$ cat src/hdl/riscv_idu_pkg.sv
`default_nettype none

package riscv_idu_pkg;

  localparam int XLEN  = 32;
  localparam int REG_W = 5;
  localparam int OPC_W = 7;
  localparam int F3_W  = 3;
  localparam int F7_W  = 7;

  localparam logic [OPC_W-1:0] OPC_LUI    = 7'b0110111;
  localparam logic [OPC_W-1:0] OPC_AUIPC  = 7'b0010111;
  localparam logic [OPC_W-1:0] OPC_JAL    = 7'b1101111;
  localparam logic [OPC_W-1:0] OPC_JALR   = 7'b1100111;
  localparam logic [OPC_W-1:0] OPC_BRANCH = 7'b1100011;
  localparam logic [OPC_W-1:0] OPC_LOAD   = 7'b0000011;
  localparam logic [OPC_W-1:0] OPC_STORE  = 7'b0100011;
  localparam logic [OPC_W-1:0] OPC_OPIMM  = 7'b0010011;
  localparam logic [OPC_W-1:0] OPC_OP     = 7'b0110011;

  localparam logic [F7_W-1:0] F7_BASE = 7'b0000000;
  localparam logic [F7_W-1:0] F7_ALT  = 7'b0100000;  // SUB, SRA, SRAI

  localparam int FMT_W = 3;

  localparam logic [FMT_W-1:0] FMT_R  = 3'd0;
  localparam logic [FMT_W-1:0] FMT_I  = 3'd1;
  localparam logic [FMT_W-1:0] FMT_S  = 3'd2;
  localparam logic [FMT_W-1:0] FMT_B  = 3'd3;
  localparam logic [FMT_W-1:0] FMT_U  = 3'd4;
  localparam logic [FMT_W-1:0] FMT_J  = 3'd5;
  localparam logic [FMT_W-1:0] FMT_SH = 3'd6;  // Set by stage 2 only

  localparam int OP_W = 6;

  localparam logic [OP_W-1:0] OP_LUI   = 6'd0;
  localparam logic [OP_W-1:0] OP_AUIPC = 6'd1;
  localparam logic [OP_W-1:0] OP_JAL   = 6'd2;
  localparam logic [OP_W-1:0] OP_JALR  = 6'd3;
  localparam logic [OP_W-1:0] OP_BEQ   = 6'd4;
  localparam logic [OP_W-1:0] OP_BNE   = 6'd5;
  localparam logic [OP_W-1:0] OP_BLT   = 6'd6;
  localparam logic [OP_W-1:0] OP_BGE   = 6'd7;
  localparam logic [OP_W-1:0] OP_BLTU  = 6'd8;
  localparam logic [OP_W-1:0] OP_BGEU  = 6'd9;
  localparam logic [OP_W-1:0] OP_LB    = 6'd10;
  localparam logic [OP_W-1:0] OP_LH    = 6'd11;
  localparam logic [OP_W-1:0] OP_LW    = 6'd12;
  localparam logic [OP_W-1:0] OP_LBU   = 6'd13;
  localparam logic [OP_W-1:0] OP_LHU   = 6'd14;
  localparam logic [OP_W-1:0] OP_SB    = 6'd15;
  localparam logic [OP_W-1:0] OP_SH    = 6'd16;
  localparam logic [OP_W-1:0] OP_SW    = 6'd17;
  localparam logic [OP_W-1:0] OP_ADDI  = 6'd18;
  localparam logic [OP_W-1:0] OP_SLTI  = 6'd19;
  localparam logic [OP_W-1:0] OP_SLTIU = 6'd20;
  localparam logic [OP_W-1:0] OP_XORI  = 6'd21;
  localparam logic [OP_W-1:0] OP_ORI   = 6'd22;
  localparam logic [OP_W-1:0] OP_ANDI  = 6'd23;
  localparam logic [OP_W-1:0] OP_SLLI  = 6'd24;
  localparam logic [OP_W-1:0] OP_SRLI  = 6'd25;
  localparam logic [OP_W-1:0] OP_SRAI  = 6'd26;
  localparam logic [OP_W-1:0] OP_ADD   = 6'd27;
  localparam logic [OP_W-1:0] OP_SUB   = 6'd28;
  localparam logic [OP_W-1:0] OP_SLL   = 6'd29;
  localparam logic [OP_W-1:0] OP_SLT   = 6'd30;
  localparam logic [OP_W-1:0] OP_SLTU  = 6'd31;
  localparam logic [OP_W-1:0] OP_XOR   = 6'd32;
  localparam logic [OP_W-1:0] OP_SRL   = 6'd33;
  localparam logic [OP_W-1:0] OP_SRA   = 6'd34;
  localparam logic [OP_W-1:0] OP_OR    = 6'd35;
  localparam logic [OP_W-1:0] OP_AND   = 6'd36;

  // One instruction word, viewed per format
  typedef union packed {
    struct packed {
      logic [F7_W-1:0]  funct7;
      logic [REG_W-1:0] rs2;  // Also shamt for shift-immediates
      logic [REG_W-1:0] rs1;
      logic [F3_W-1:0]  funct3;
      logic [REG_W-1:0] rd;
      logic [OPC_W-1:0] opcode;
    } r;
    struct packed {
      logic [11:0]      imm_11_0;
      logic [REG_W-1:0] rs1;
      logic [F3_W-1:0]  funct3;
      logic [REG_W-1:0] rd;
      logic [OPC_W-1:0] opcode;
    } i;
    struct packed {
      logic [6:0]       imm_11_5;
      logic [REG_W-1:0] rs2;
      logic [REG_W-1:0] rs1;
      logic [F3_W-1:0]  funct3;
      logic [4:0]       imm_4_0;
      logic [OPC_W-1:0] opcode;
    } s;
    struct packed {
      logic             imm_12;
      logic [5:0]       imm_10_5;
      logic [REG_W-1:0] rs2;
      logic [REG_W-1:0] rs1;
      logic [F3_W-1:0]  funct3;
      logic [3:0]       imm_4_1;
      logic             imm_11;
      logic [OPC_W-1:0] opcode;
    } b;
    struct packed {
      logic [19:0]      imm_31_12;
      logic [REG_W-1:0] rd;
      logic [OPC_W-1:0] opcode;
    } u;
    struct packed {
      logic             imm_20;
      logic [9:0]       imm_10_1;
      logic             imm_11;
      logic [7:0]       imm_19_12;
      logic [REG_W-1:0] rd;
      logic [OPC_W-1:0] opcode;
    } j;
  } inst_u;

endpackage

`default_nettype wire

$ cat src/hdl/idu_format_stage.sv
`timescale 1ns/10ps
`default_nettype none

module idu_format_stage
  import riscv_idu_pkg::*;
(
  input  logic             clk,
  input  logic             reset,

  input  logic             in_valid,
  input  logic [XLEN-1:0]  in_inst,
  output logic             in_ready,

  output logic             s1_valid,
  input  logic             s1_ready,
  output logic [FMT_W-1:0] s1_fmt,
  output inst_u            s1_inst
);

  logic [FMT_W-1:0] fmt;
  logic             known;
  logic             load;

  always_comb begin
    fmt   = FMT_R;
    known = 1'b1;
    case (in_inst[OPC_W-1:0])
      OPC_LUI,
      OPC_AUIPC:  fmt = FMT_U;
      OPC_JAL:    fmt = FMT_J;
      OPC_JALR,
      OPC_LOAD,
      OPC_OPIMM:  fmt = FMT_I;
      OPC_BRANCH: fmt = FMT_B;
      OPC_STORE:  fmt = FMT_S;
      OPC_OP:     fmt = FMT_R;
      default:    known = 1'b0;  // Includes FENCE and SYSTEM
    endcase
  end

  assign in_ready = !s1_valid || s1_ready;
  assign load     = in_valid && in_ready && known;

  always_ff @(posedge clk) begin
    if (reset) begin
      s1_valid <= 1'b0;
    end else if (in_ready) begin
      s1_valid <= in_valid && known;  // Unknown opcode leaves a bubble
    end
  end

  always_ff @(posedge clk) begin
    if (load) begin
      s1_fmt  <= fmt;
      s1_inst <= in_inst;
    end
  end

endmodule

`default_nettype wire

$ cat src/hdl/idu_imm_stage.sv
`timescale 1ns/10ps
`default_nettype none

module idu_imm_stage
  import riscv_idu_pkg::*;
(
  input  logic             clk,
  input  logic             reset,

  input  logic             s2_valid,
  output logic             s2_ready,
  input  logic [FMT_W-1:0] s2_fmt,
  input  inst_u            s2_inst,
  input  logic [OP_W-1:0]  s2_op,
  input  logic [REG_W-1:0] s2_rd,
  input  logic [REG_W-1:0] s2_rs1,
  input  logic [REG_W-1:0] s2_rs2,

  output logic             out_valid,
  input  logic             out_ready,
  output logic [OP_W-1:0]  out_op,
  output logic [REG_W-1:0] out_rd,
  output logic [REG_W-1:0] out_rs1,
  output logic [REG_W-1:0] out_rs2,
  output logic [XLEN-1:0]  out_imm
);

  logic [XLEN-1:0] imm;

  always_comb begin
    case (s2_fmt)
      FMT_I:  imm = {{(XLEN-12){s2_inst.i.imm_11_0[11]}}, s2_inst.i.imm_11_0};
      FMT_S:  imm = {{(XLEN-12){s2_inst.s.imm_11_5[6]}}, s2_inst.s.imm_11_5,
                     s2_inst.s.imm_4_0};
      FMT_B:  imm = {{(XLEN-12){s2_inst.b.imm_12}}, s2_inst.b.imm_11,
                     s2_inst.b.imm_10_5, s2_inst.b.imm_4_1, 1'b0};
      FMT_U:  imm = {s2_inst.u.imm_31_12, 12'b0};
      FMT_J:  imm = {{(XLEN-20){s2_inst.j.imm_20}}, s2_inst.j.imm_19_12,
                     s2_inst.j.imm_11, s2_inst.j.imm_10_1, 1'b0};
      FMT_SH: imm = {{(XLEN-REG_W){1'b0}}, s2_inst.r.rs2};  // Shift amount
      default: imm = '0;  // R-type has none
    endcase
  end

  assign s2_ready = !out_valid || out_ready;

  always_ff @(posedge clk) begin
    if (reset) begin
      out_valid <= 1'b0;
    end else if (s2_ready) begin
      out_valid <= s2_valid;
    end
  end

  always_ff @(posedge clk) begin
    if (s2_valid && s2_ready) begin
      out_op  <= s2_op;
      out_rd  <= s2_rd;
      out_rs1 <= s2_rs1;
      out_rs2 <= s2_rs2;
      out_imm <= imm;
    end
  end

endmodule

`default_nettype wire

$ cat src/hdl/idu_op_stage.sv
`timescale 1ns/10ps
`default_nettype none

module idu_op_stage
  import riscv_idu_pkg::*;
(
  input  logic             clk,
  input  logic             reset,

  input  logic             s1_valid,
  output logic             s1_ready,
  input  logic [FMT_W-1:0] s1_fmt,
  input  inst_u            s1_inst,

  output logic             s2_valid,
  input  logic             s2_ready,
  output logic [FMT_W-1:0] s2_fmt,
  output inst_u            s2_inst,
  output logic [OP_W-1:0]  s2_op,
  output logic [REG_W-1:0] s2_rd,
  output logic [REG_W-1:0] s2_rs1,
  output logic [REG_W-1:0] s2_rs2
);

  logic [OP_W-1:0]  op;
  logic [FMT_W-1:0] fmt;
  logic             legal;
  logic [REG_W-1:0] rd;
  logic [REG_W-1:0] rs1;
  logic [REG_W-1:0] rs2;

  always_comb begin
    op    = OP_LUI;
    fmt   = s1_fmt;
    legal = 1'b1;
    case (s1_inst.r.opcode)
      OPC_LUI:   op = OP_LUI;
      OPC_AUIPC: op = OP_AUIPC;
      OPC_JAL:   op = OP_JAL;
      OPC_JALR:  op = OP_JALR;
      OPC_BRANCH: begin
        case (s1_inst.r.funct3)
          3'b000:  op = OP_BEQ;
          3'b001:  op = OP_BNE;
          3'b100:  op = OP_BLT;
          3'b101:  op = OP_BGE;
          3'b110:  op = OP_BLTU;
          3'b111:  op = OP_BGEU;
          default: legal = 1'b0;
        endcase
      end
      OPC_LOAD: begin
        case (s1_inst.r.funct3)
          3'b000:  op = OP_LB;
          3'b001:  op = OP_LH;
          3'b010:  op = OP_LW;
          3'b100:  op = OP_LBU;
          3'b101:  op = OP_LHU;
          default: legal = 1'b0;
        endcase
      end
      OPC_STORE: begin
        case (s1_inst.r.funct3)
          3'b000:  op = OP_SB;
          3'b001:  op = OP_SH;
          3'b010:  op = OP_SW;
          default: legal = 1'b0;
        endcase
      end
      OPC_OPIMM: begin
        case (s1_inst.r.funct3)
          3'b000: op = OP_ADDI;
          3'b010: op = OP_SLTI;
          3'b011: op = OP_SLTIU;
          3'b100: op = OP_XORI;
          3'b110: op = OP_ORI;
          3'b111: op = OP_ANDI;
          3'b001: begin
            op  = OP_SLLI;
            fmt = FMT_SH;
          end
          default: begin  // SRLI or SRAI
            fmt   = FMT_SH;
            op    = (s1_inst.r.funct7 == F7_ALT) ? OP_SRAI : OP_SRLI;
            legal = (s1_inst.r.funct7 == F7_BASE) || (s1_inst.r.funct7 == F7_ALT);
          end
        endcase
      end
      OPC_OP: begin
        case (s1_inst.r.funct3)
          3'b000: begin
            op    = (s1_inst.r.funct7 == F7_ALT) ? OP_SUB : OP_ADD;
            legal = (s1_inst.r.funct7 == F7_BASE) || (s1_inst.r.funct7 == F7_ALT);
          end
          3'b001: op = OP_SLL;
          3'b010: op = OP_SLT;
          3'b011: op = OP_SLTU;
          3'b100: op = OP_XOR;
          3'b101: begin
            op    = (s1_inst.r.funct7 == F7_ALT) ? OP_SRA : OP_SRL;
            legal = (s1_inst.r.funct7 == F7_BASE) || (s1_inst.r.funct7 == F7_ALT);
          end
          3'b110: op = OP_OR;
          default: op = OP_AND;
        endcase
      end
      default: legal = 1'b0;
    endcase
  end

  // Fields a format does not carry leave as zero
  assign rd  = (s1_fmt == FMT_B || s1_fmt == FMT_S) ? '0 : s1_inst.r.rd;
  assign rs1 = (s1_fmt == FMT_U || s1_fmt == FMT_J) ? '0 : s1_inst.r.rs1;
  assign rs2 = (s1_fmt == FMT_R || s1_fmt == FMT_S || s1_fmt == FMT_B) ?
               s1_inst.r.rs2 : '0;

  assign s1_ready = !s2_valid || s2_ready;

  always_ff @(posedge clk) begin
    if (reset) begin
      s2_valid <= 1'b0;
    end else if (s1_ready) begin
      s2_valid <= s1_valid && legal;
    end
  end

  always_ff @(posedge clk) begin
    if (s1_valid && s1_ready && legal) begin
      s2_fmt  <= fmt;
      s2_inst <= s1_inst;
      s2_op   <= op;
      s2_rd   <= rd;
      s2_rs1  <= rs1;
      s2_rs2  <= rs2;
    end
  end

endmodule

`default_nettype wire

$ cat src/hdl/riscv_idu.sv
`timescale 1ns/10ps
`default_nettype none

module riscv_idu
  import riscv_idu_pkg::*;
(
  input  logic             clk,
  input  logic             reset,

  input  logic             in_valid,
  input  logic [XLEN-1:0]  in_inst,
  output logic             in_ready,

  output logic             out_valid,
  input  logic             out_ready,
  output logic [OP_W-1:0]  out_op,
  output logic [REG_W-1:0] out_rd,
  output logic [REG_W-1:0] out_rs1,
  output logic [REG_W-1:0] out_rs2,
  output logic [XLEN-1:0]  out_imm
);

  logic             s1_valid;
  logic             s1_ready;
  logic [FMT_W-1:0] s1_fmt;
  inst_u            s1_inst;

  logic             s2_valid;
  logic             s2_ready;
  logic [FMT_W-1:0] s2_fmt;
  inst_u            s2_inst;
  logic [OP_W-1:0]  s2_op;
  logic [REG_W-1:0] s2_rd;
  logic [REG_W-1:0] s2_rs1;
  logic [REG_W-1:0] s2_rs2;

  idu_format_stage u_format (
    .clk      (clk),
    .reset    (reset),
    .in_valid (in_valid),
    .in_inst  (in_inst),
    .in_ready (in_ready),
    .s1_valid (s1_valid),
    .s1_ready (s1_ready),
    .s1_fmt   (s1_fmt),
    .s1_inst  (s1_inst)
  );

  idu_op_stage u_op (
    .clk      (clk),
    .reset    (reset),
    .s1_valid (s1_valid),
    .s1_ready (s1_ready),
    .s1_fmt   (s1_fmt),
    .s1_inst  (s1_inst),
    .s2_valid (s2_valid),
    .s2_ready (s2_ready),
    .s2_fmt   (s2_fmt),
    .s2_inst  (s2_inst),
    .s2_op    (s2_op),
    .s2_rd    (s2_rd),
    .s2_rs1   (s2_rs1),
    .s2_rs2   (s2_rs2)
  );

  idu_imm_stage u_imm (
    .clk       (clk),
    .reset     (reset),
    .s2_valid  (s2_valid),
    .s2_ready  (s2_ready),
    .s2_fmt    (s2_fmt),
    .s2_inst   (s2_inst),
    .s2_op     (s2_op),
    .s2_rd     (s2_rd),
    .s2_rs1    (s2_rs1),
    .s2_rs2    (s2_rs2),
    .out_valid (out_valid),
    .out_ready (out_ready),
    .out_op    (out_op),
    .out_rd    (out_rd),
    .out_rs1   (out_rs1),
    .out_rs2   (out_rs2),
    .out_imm   (out_imm)
  );

endmodule

`default_nettype wire

$ cat config.mk
export PLATFORM = sky130hd
export DESIGN_NAME = riscv_idu
export DESIGN_NICKNAME = d
export VERILOG_FILES = /design/src/hdl/riscv_idu_pkg.sv /design/src/hdl/idu_format_stage.sv /design/src/hdl/idu_imm_stage.sv /design/src/hdl/idu_op_stage.sv /design/src/hdl/riscv_idu.sv
export SDC_FILE = /design/constraint.sdc
export NUM_CORES = 1
export LEC_CHECK = 0
export BUFFER_PORTS_ARGS = -buffer_cell sky130_fd_sc_hd__clkbuf_2
export CAP_MARGIN = 10
export CORE_MARGIN = 1.5
export CORE_UTILIZATION = 61
export DETAILED_ROUTE_END_ITERATION = 7
export GPL_TIMING_DRIVEN = 0
export PLACE_DENSITY_LB_ADDON = 0.1
export RECOVER_POWER = 25
export SLEW_MARGIN = 20
export SYNTH_ARGS = -nofsm -noshare
export SYNTH_HDL_FRONTEND = slang
export SYNTH_HIERARCHICAL = 1
export SYNTH_SLANG_ARGS = --single-unit
export TNS_END_PERCENT = 30
$ cat constraint.sdc
create_clock -name clk -period 13.3 [get_ports clk]
set_input_delay 1.995 -clock clk [delete_from_list [all_inputs] [get_ports clk]]
set_output_delay 1.995 -clock clk [all_outputs]
set_load 0.1 [all_outputs]
Yosys cells after proc, flatten, opt, wreduce, memory -nomap -nowiden

Index checks and enable logic that the tools add are counted.
Widths: inputs -> output; s select.

Equality and inequality tests: 36
Multiplexer cells: 20
Reductions and logical operators: 31

Operator list:

| kind               | number |
|---|---|
| $pmux 32 s6        | 1 |
| $pmux 6 s7         | 2 |
| $eq 7x6->1 const B | 7 |
| $pmux 6 s8         | 1 |
| $eq 7x7->1 const B | 6 |
| $eq 7x5->1 const B | 4 |
| $eq 3x3->1 const B | 9 |
| $pmux 4 s6         | 1 |
| $pmux 4 s5         | 1 |
| $eq 3x2->1 const B | 6 |
| $pmux 3 s5         | 1 |
| $pmux 5 s3         | 1 |
| $eq 7x2->1 const B | 2 |
| $reduce_or 6->1    | 2 |
| $mux 3             | 3 |
| $reduce_or 9->1    | 1 |
| $logic_or 1x1->1   | 8 |
| $logic_and 1x1->1  | 7 |
| $logic_not 7->1    | 1 |
| $reduce_or 7->1    | 1 |
| $eq 3x1->1 const B | 2 |
| $logic_not 3->1    | 2 |
| $mux 1             | 6 |
| $pmux 1 s6         | 1 |
| 6 further kinds    | 11 |

Logic and storage cells: 103
Bits of input ports: 36
Output and inout bits: 55
Bits in registers: 147

Depth between registers and ports, before layout

Gate-level depths: netlist of run 1.

Word-level depth: 6
Depth in mapped cells: 7
Depth with buffers taken out: 5

Hierarchy

Netlist of run 1, hierarchy kept.

By module, submodules not included:

| module           | instances | seq. area each (µm²) | cells each | area each (µm²) |
|---|---|---|---|---|
| idu_op_stage     | 1         | 1701.6               | 176        | 2476.1 |
| idu_imm_stage    | 1         | 1611.5               | 133        | 2223.4 |
| idu_format_stage | 1         | 1071.0               | 56         | 1226.2 |

Least setup slack after synthesis of run 1

OpenSTA, ideal clock, no wires.

Kind: input to register
Start: in out_ready
End: reg u_format.s1_fmt[0], enable pin
Slack: 7.989 ns
Arrival time: 4.862 ns
Buffers on the path: 0
Data required time: 12.851 ns
Stages: 5
Library setup time: 0.449 ns
Path through: nand2b_1 -> nand2b_1 -> or2b_2 -> nand3_1 -> nor4b_2

Cells in the longest elaborated chain, start to end: 5

Ends and longest elaborated chain:

| element                        | RTL line               | RTL |
|---|---|---|
| start, declared                | riscv_idu.sv:15        | `input logic out_ready,` |
| $logic_or 1x1->1               | idu_imm_stage.sv:45    | `assign s2_ready = !out_valid \|\| out_ready;` |
| $logic_or 1x1->1               | idu_op_stage.sv:117    | `assign s1_ready = !s2_valid \|\| s2_ready;` |
| net s1_ready                   | riscv_idu.sv:24        | `logic s1_ready;` |
| $logic_or 1x1->1               | idu_format_stage.sv:41 | `assign in_ready = !s1_valid \|\| s1_ready;` |
| net in_ready                   | riscv_idu.sv:12        | `output logic in_ready,` |
| $logic_and 1x1->1 (2 in a row) | idu_format_stage.sv:42 | `assign load = in_valid && in_ready && known;` |
| net u_format.load              | idu_format_stage.sv:22 | `logic load;` |
| end signal, assigned           | idu_format_stage.sv:54 | `s1_fmt <= fmt;` |
| end, declared                  | idu_format_stage.sv:16 | `output logic [FMT_W-1:0] s1_fmt,` |

The timed path passes the listed nets, and every way through them passes these cells.
A chain may end at the register's enable or synchronous reset.

Final worst setup path of run 1

Start: in out_ready
End: out in_ready

Cells in the longest elaborated chain, start to end: 3

Ends and longest elaborated chain:

| element          | RTL line               | RTL |
|---|---|---|
| $logic_or 1x1->1 | idu_imm_stage.sv:45    |  |
| net s2_ready     | riscv_idu.sv:29        | `logic s2_ready;` |
| $logic_or 1x1->1 | idu_op_stage.sv:117    |  |
| net s1_ready     | riscv_idu.sv:24        |  |
| $logic_or 1x1->1 | idu_format_stage.sv:41 |  |
| end, declared    | riscv_idu.sv:12        |  |

The timed path passes the listed nets, and every way through them passes these cells.

==> metrics.cfg, run 1 <==
[run_status]
outcome=completed

[sta]
setup-tns-final_ps=0
fmaxAchievable_ghz=0.195
setup_repair_after_global_routing_missed_its_margin=no
timing_hold_violations_final=0
worstMarginPinSlew_ps=707
setup_violations=0
finalClockSkew_ps=7.69
maxSlewViolCount=0
min_period_ps=5130
post_route_worst_hold_slack_ps=418
period_share_pct=38.6
worst_slew_margin_rel_pct=52.9
finalWorstSetupSlack_ps=8170

[power_and_ir_drop]
ir_worst_vdd_mv=0.105
finalPower_mw=0.947
pwr_density_cell_mw_per_mm2=137
leakagePower_nw=2.44

[floorplan]
design.die.area_mm2=0.00996
chipHeight_um=99.8
die_x_um=99.8
std_cell_rows=35
initial_utilization_pct=62.4
core_region_area_mm2=0.00915
io_pins=91

[global_routing]
antenna_violations_before_repair=0
grt_first_pass_wirelength_mm=16.2
vias_in_the_first_global_route=3199
grt_start_max_net_pins=54
groute.usage.overall_pct=22.1
gr-total-overflow=0

[routing]
viasPerCell=5.68
detail-route-antenna-nets=0
route.detailed.drc=0
first_pass_iters=5
finalWirelength_mm=10.3
wire_per_inst_um=17.3
vias=3379
detailedRoute.firstIterationViolations=125

[synthesis]
netlist_area_mm2=0.00572
ys.warnings.count=6
gate_count_of_the_mapped_netlist=358
mappedNetlistNets=394
syn_avg_cell_area_um2=16.0

[final_layout]
layout.cells.most_common_list=sky130_fd_sc_hd__edfxtp_1 (137), sky130_fd_sc_hd__clkbuf_2 (90), sky130_fd_sc_hd__a21oi_1 (17), sky130_fd_sc_hd__clkbuf_16 (16), sky130_fd_sc_hd__nand3_1 (15)
nFillCells=560
area_delta_synth_final_pct=21.1
final_cells=595
post_route_cells_drive_above_1_share_pct=32.2
most_common_library_cell_in_the_layout_ignoring_fill_and_taps=sky130_fd_sc_hd__edfxtp_1
antenna_cells_inserted=0
design.final.nets=507

[clocking]
cts-buffers-inserted=17
post_cts.resized_instances=0
clk_pin_slew_ps=60
setup_repair_bufs_after_cts=0
ctsRootBufferMaster=sky130_fd_sc_hd__clkbuf_8
clock_tree.buffer_depth=2
h-tree-depth=4
hold_fix_buffer_count_after_cts=0
worst_skew_pair.late_latency_ps=510
clock_tree_from_tritoncts=yes
tritoncts_num_sinks=140

[setup_path]
setup.worst_path.class=in2out
critical_path.endpoint_type=output port
timing.critical_path.arrival_ps=3140
crit_path_start_kind=primary input
biggest_fanout_along_the_worst_timing_path=3
critical_path_required_ps=11310

[job]
cap_violations=0

[place]
dpl_worst_slack_ps=8170
place.detailed.hpwl_mm=7.09
place.gp.congestion=0.869
io_buffer_count=90
dp.cells=563

[worst_hold_path]
hp-class=reg2reg

## critical path, cell delays in order
cell                       delay [ps]
sky130_fd_sc_hd__clkbuf_2          70
sky130_fd_sc_hd__nand2b_1         160
sky130_fd_sc_hd__nand2b_1         190
sky130_fd_sc_hd__or2b_2           340
sky130_fd_sc_hd__clkbuf_2         380
## state kept, by name, summed over array words and instances, names as in the netlist, 5 cells and up
register / flops
u_imm/out_rd: 5
u_imm/out_rs2: 5
u_op/s2_rd: 5
u_op/s2_inst: 25
u_format/s1_inst: 32
u_imm/out_imm: 32
u_imm/out_op: 6
u_imm/out_rs1: 5
u_op/s2_rs1: 5
u_op/s2_op: 6
u_op/s2_rs2: 5
## layout make-up
type                    instances  area [um2]  area share [%]
plain buffers                  21         129            1.86
clock buffers                  19         432            6.24
clock inverters                13         133            1.92
inverters                       6        22.5           0.325
multi-input cells             191        1390            20.0
flip-flops and latches        140        4170            60.3
well taps                     111         139            2.01
repair buffers                 94         504            7.29
## layer usage
layer / track usage, % / up-vias / wire, um
met3: 6.27 / 12 / 496
met4: 8.99 / 0 / 118
met1: 27.2 / 1625 / 4240
met2: 37.0 / 109 / 5450
met5: 0 / - / 0
li1: - / 1633 / -
## path summary, 6_finish.rpt
| check | to | depth (start not counted) | slack [ps] | start |
|---|---|---|---|---|
| worst max register to register | u_op/s2_op[5] | 6 | 10540 | u_format/s1_inst[2] |
| worst max-delay path | in_ready | 5 | 8170 | out_ready |
| worst min register to register | u_imm/out_rs2[4] | 0 | 420 | u_op/s2_rs2[4] |
| worst min-delay path | u_imm/out_rs2[4] | 0 | 420 | u_op/s2_rs2[4] |
## metrics by stage
stage	utilization, %	area [um2]
CTS	75.8	6940
global placement	68.9	6300
detailed placement	69.7	6380
global route	75.6	6920
finish	75.6	6920
floorplan	-	5720
## where the power goes
part / internal [mW] / switching, mW / leakage (nW)
clock network: 0.257 / 0.183 / 0.264
registers: 0.483 / 0.00194 / 1.21
logic: 0.00979 / 0.0111 / 0.968
total: 0.750 / 0.196 / 2.44
(Power assumes the default switching activity.)
==> run 2: changes to the inputs <==
Settings changed: ABC_AREA set to 1, CORE_UTILIZATION 61 to 56.
Clock period 13.3 ns to 5.19 ns, I/O delays scaled along.
==> run 2 against run 1 <==
Against the previous run:
- design area down 3.3%
- first-iteration DRC count is 27% higher
- clock power rose to 2.5 times the previous value
- core utilization fell by 3.8 points
- power rose to 2.5 times the previous value
==> metrics.cfg, run 2 <==
[sta]
period_share_pct=54.3
fmaxAchievable_ghz=0.355
finalClockSkew_ps=11.8
finalWorstSetupSlack_ps=2370
setup_violations=0
min_period_ps=2820
worst_slew_margin_rel_pct=34.9
timing_hold_violations_final=0
maxSlewViolCount=0
post_route_worst_hold_slack_ps=418
setup-tns-final_ps=0
setup_repair_after_global_routing_missed_its_margin=no
worstMarginPinSlew_ps=977

[routing]
detailedRoute.firstIterationViolations=159
first_pass_iters=5
route.detailed.drc=0
vias=3306
finalWirelength_mm=9.75
detail-route-antenna-nets=0
viasPerCell=4.98
wire_per_inst_um=14.7

[final_layout]
area_delta_synth_final_pct=23.4
nFillCells=654
design.final.nets=558
layout.cells.most_common_list=sky130_fd_sc_hd__edfxtp_1 (137), sky130_fd_sc_hd__nand2_1 (84), sky130_fd_sc_hd__clkbuf_2 (79), sky130_fd_sc_hd__nor2_1 (46), sky130_fd_sc_hd__inv_1 (37)
antenna_cells_inserted=0
post_route_cells_drive_above_1_share_pct=28.2
reg_top3=u_format/s1_inst (32), u_imm/out_imm (32), u_op/s2_inst (25)
most_common_library_cell_in_the_layout_ignoring_fill_and_taps=sky130_fd_sc_hd__edfxtp_1

[floorplan]
die_x_um=101
initial_utilization_pct=58.2
design.die.area_mm2=0.0103
chipHeight_um=101
core_region_area_mm2=0.00933
std_cell_rows=35
io_pins=91

[clocking]
setup_repair_bufs_after_cts=0
cts-buffers-inserted=17
tritoncts_num_sinks=140
clk_pin_slew_ps=60
hold_fix_buffer_count_after_cts=0
worst_skew_pair.late_latency_ps=500
clock_tree.buffer_depth=2
ctsRootBufferMaster=sky130_fd_sc_hd__clkbuf_8
h-tree-depth=4
post_cts.resized_instances=0
clock_tree_from_tritoncts=yes

[setup_path]
timing.critical_path.arrival_ps=2040
biggest_fanout_along_the_worst_timing_path=2
crit_path_start_kind=primary input
setup.worst_path.class=in2out
critical_path.endpoint_type=output port
critical_path_required_ps=4410

[power_and_ir_drop]
ir_worst_vdd_mv=0.225
finalPower_mw=2.40
leakagePower_nw=2.63
pwr_density_cell_mw_per_mm2=359

[worst_hold_path]
hp-class=reg2reg

[synthesis]
mappedNetlistNets=445
ys.warnings.count=6
syn_avg_cell_area_um2=13.3
netlist_area_mm2=0.00543
gate_count_of_the_mapped_netlist=409

[job]
cap_violations=0

[place]
place.detailed.hpwl_mm=6.99
io_buffer_count=90
dpl_worst_slack_ps=2300
place.gp.congestion=0.841

[global_routing]
gr-total-overflow=0
grt_first_pass_wirelength_mm=15.8
vias_in_the_first_global_route=3314
antenna_violations_before_repair=0
groute.usage.overall_pct=21.1
grt_start_max_net_pins=27

[run_status]
outcome=completed

## run 2: metrics by stage
step / area, um2 / instances / utilization, %
2_1_floorplan: 5430 / 409 / -
3_3_place_gp: 6040 / 628 / 64.7
3_5_place_dp: 6170 / 632 / 66.2
4_1_cts: 6730 / 664 / 72.1
5_1_grt: 6690 / 664 / 71.8
6_report: 6690 / 664 / 71.8
## run 2: layout make-up
class	count	area [um2]	area share [%]
clock inverters	13	131	1.96
flip-flops and latches	140	4170	62.4
well taps	129	161	2.41
clock buffers	19	422	6.30
repair buffers	94	547	8.17
inverters	49	186	2.79
multi-input cells	216	1030	15.5
plain buffers	4	37.5	0.561
## run 2: worst paths after layout
| check | end | depth (start not counted) | slack, ps | start |
|---|---|---|---|---|
| worst min-delay path | u_imm/out_rd[3] | 0 | 420 | u_op/s2_rd[3] |
| worst max register to register | u_op/s2_inst[23] | 10 | 2710 | u_format/s1_inst[2] |
| worst max-delay path | in_ready | 8 | 2370 | out_ready |
| worst min register to register | u_imm/out_rd[3] | 0 | 420 | u_op/s2_rd[3] |
## run 2: per-layer routing
| metal | part of all wire (%) | GRT usage [%] | vias to the layer above |
|---|---|---|---|
| li1 | - | - | 1644 |
| met1 | 43 | 27.1 | 1554 |
| met2 | 51 | 34.4 | 102 |
| met3 | 5.4 | 6.07 | 6 |
| met4 | 0.57 | 8.23 | 0 |
| met5 | 0 | 0 | - |
## run 2: worst max-delay path, cell delays in order
cell	delay, ps
sky130_fd_sc_hd__clkbuf_2	80
sky130_fd_sc_hd__inv_1	50
sky130_fd_sc_hd__nand2_1	70
sky130_fd_sc_hd__nor2_1	240
sky130_fd_sc_hd__inv_1	110
sky130_fd_sc_hd__nor2_1	230
sky130_fd_sc_hd__inv_1	100
sky130_fd_sc_hd__clkbuf_2	380
## run 2: where the power goes
part | internal, mW | switching (mW) | total (mW) | leakage, nW
Clock | 0.647 | 0.469 | 1.12 | 0.255
Combinational | 0.0167 | 0.0269 | 0.0436 | 1.13
Sequential | 1.24 | 0.00512 | 1.24 | 1.25
Total | 1.90 | 0.501 | 2.40 | 2.63
==> run 3: changes to the inputs <==
Settings changed: CORE_UTILIZATION 56 to 51.
Clock period 5.19 ns to 2.3 ns, I/O delays scaled along.
==> run 3 against run 2 <==
Against the previous run:
- global-route usage fell by 2.8 points
- sequential power up 130%
- design area up 4.9%
- die area rose by 9.5%
- wire length shrank 2.1%
- clock power rose to 2.6 times the previous value
- largest cell class unchanged
- register-to-register slack got worse by 2500 ps
- clock skew shrank 2.2 ps
- critical path type is now reg2reg
- sequential share of layout area fell by 2.9 points
- setup slack got worse by 2200 ps
- power up 140%
- critical path depth up 4
==> metrics.cfg, run 3 (same netlist as run 2, synthesis figures left out) <==
[global_routing]
antenna_violations_before_repair=0
gr-total-overflow=0
groute.usage.overall_pct=18.3
grt_start_max_net_pins=28
grt_first_pass_wirelength_mm=15.3
vias_in_the_first_global_route=3312

[setup_path]
crit_path_start_kind=register
biggest_fanout_along_the_worst_timing_path=25
setup.worst_path.class=reg2reg
reg2reg_setup_slack_ps=200
critical_path.endpoint_type=register
critical_path_required_ps=2520
timing.critical_path.arrival_ps=2320
critical_path.most_common_cell=sky130_fd_sc_hd__nand2_1
timing.critical_path.cells=inv_2 -> buf_6 -> o21ai_1 -> nand3_1 -> nand2_1 -> nand2_1 -> nor2_1 -> nand2_1 -> nand2_2 -> nor2_4 -> buf_12 -> buf_16
worst_reg_to_reg_path_cell_count=12
critPathSlowestCell=sky130_fd_sc_hd__edfxtp_1
cp_slowest_stage_delay_ps=530

[final_layout]
antenna_cells_inserted=0
layout.cells.most_common_list=sky130_fd_sc_hd__edfxtp_1 (137), sky130_fd_sc_hd__nand2_1 (84), sky130_fd_sc_hd__clkbuf_2 (78), sky130_fd_sc_hd__nor2_1 (44), sky130_fd_sc_hd__inv_1 (37)
utilization_pct=68.0
post_route_cells_drive_above_1_share_pct=27.9
area_delta_synth_final_pct=29.4
reg_top3=u_format/s1_inst (32), u_imm/out_imm (32), u_op/s2_inst (25)
most_common_library_cell_in_the_layout_ignoring_fill_and_taps=sky130_fd_sc_hd__edfxtp_1
design.final.nets=579

[floorplan]
die_x_um=106
io_pins=91
core_region_area_mm2=0.0103
design.die.area_mm2=0.0113
chipHeight_um=106
std_cell_rows=37
initial_utilization_pct=52.6

[routing]
viasPerCell=4.97
wire_per_inst_um=13.8
vias=3438
detail-route-antenna-nets=0
first_pass_iters=4
route.detailed.drc=0
finalWirelength_mm=9.55
detailedRoute.firstIterationViolations=195

[sta]
period_share_pct=91.2
finalWorstSetupSlack_ps=201
maxSlewViolCount=0
worstMarginPinSlew_ps=1010
finalClockSkew_ps=9.50
min_period_ps=2100
setup-tns-final_ps=0
setup_violations=0
timing_hold_violations_final=0
worst_slew_margin_rel_pct=32.7
fmaxAchievable_ghz=0.476
setup_repair_after_global_routing_missed_its_margin=no

[clocking]
h-tree-depth=4
setup_repair_bufs_after_cts=0
clock_tree.buffer_depth=2
cts-buffers-inserted=17
worst_skew_pair.late_latency_ps=520
ctsRootBufferMaster=sky130_fd_sc_hd__clkbuf_8
tritoncts_num_sinks=140
clock_tree_from_tritoncts=yes
clk_pin_slew_ps=60

[worst_hold_path]
hp-class=in2reg
holdPathStages=1

[place]
dpl_worst_slack_ps=203
place.detailed.hpwl_mm=6.63
place.gp.congestion=0.865
io_buffer_count=90

[job]
cap_violations=0

[run_status]
outcome=completed

[power_and_ir_drop]
ir_worst_vdd_mv=0.430
pwr_density_cell_mw_per_mm2=828
finalPower_mw=5.81
leakagePower_nw=2.78

run 3: report_power, final:
| group | internal, mW | switching [mW] |
|---|---|---|
| clock | 1.87 | 1.01 |
| sequential | 2.80 | 0.0114 |
| combinational | 0.0596 | 0.0649 |
run 3: metrics by stage:
| step | hold slack, ps | instances | area (um2) |
|---|---|---|---|
| 2_1_floorplan | 400 | 409 | 5450 |
| 3_3_place_gp | 401 | 635 | 6070 |
| 3_5_place_dp | 405 | 640 | 6200 |
| 4_1_cts | 0.441 | 692 | 7050 |
| 5_1_grt | 3.43 | 692 | 7020 |
| 6_report | 17.2 | 692 | 7020 |
run 3: per-layer routing:
metal	vias to the layer above	track usage (%)	routed length, um
met5	-	0	0
met1	1622	21.8	4060
met2	114	30.9	4840
li1	1688	-	-
met3	14	4.78	461
met4	0	8.88	184
run 3: worst max-delay path, delay by kind of cell (launching register included):
kind / cells / cell delay, ps
buffers and inverters: 4 / 680
flip-flops: 1 / 530
AO/OA/AOI/OAI: 1 / 70
AND/OR/NAND/NOR: 7 / 500
run 3: path summary, 6_finish.rpt:
check,endpoint,start
worst min-delay path,u_format/s1_inst[0],in_inst[0]
worst max register to register,u_op/s2_inst[22],u_format/s1_inst[14]
worst min register to register,u_imm/out_op[3],u_op/s2_op[3]
worst max-delay path,u_op/s2_inst[22],u_format/s1_inst[14]
run 3: timing repair:
item,in CTS,in global routing
gates resized for setup,2,2
endpoints found under the hold margin,20,0
hold buffers,20,0
endpoints found under the setup margin,1,1
run 3: cell type report:
type,instances,area (um2)
Sequential cell,140,4170
Timing Repair Buffer,115,776
Inverter,49,186
Tap cell,136,170
Clock buffer,18,418
Fill cell,764,3300
Multi-Input combinational cell,216,1040
Buffer,4,37.5
Clock inverter,14,218
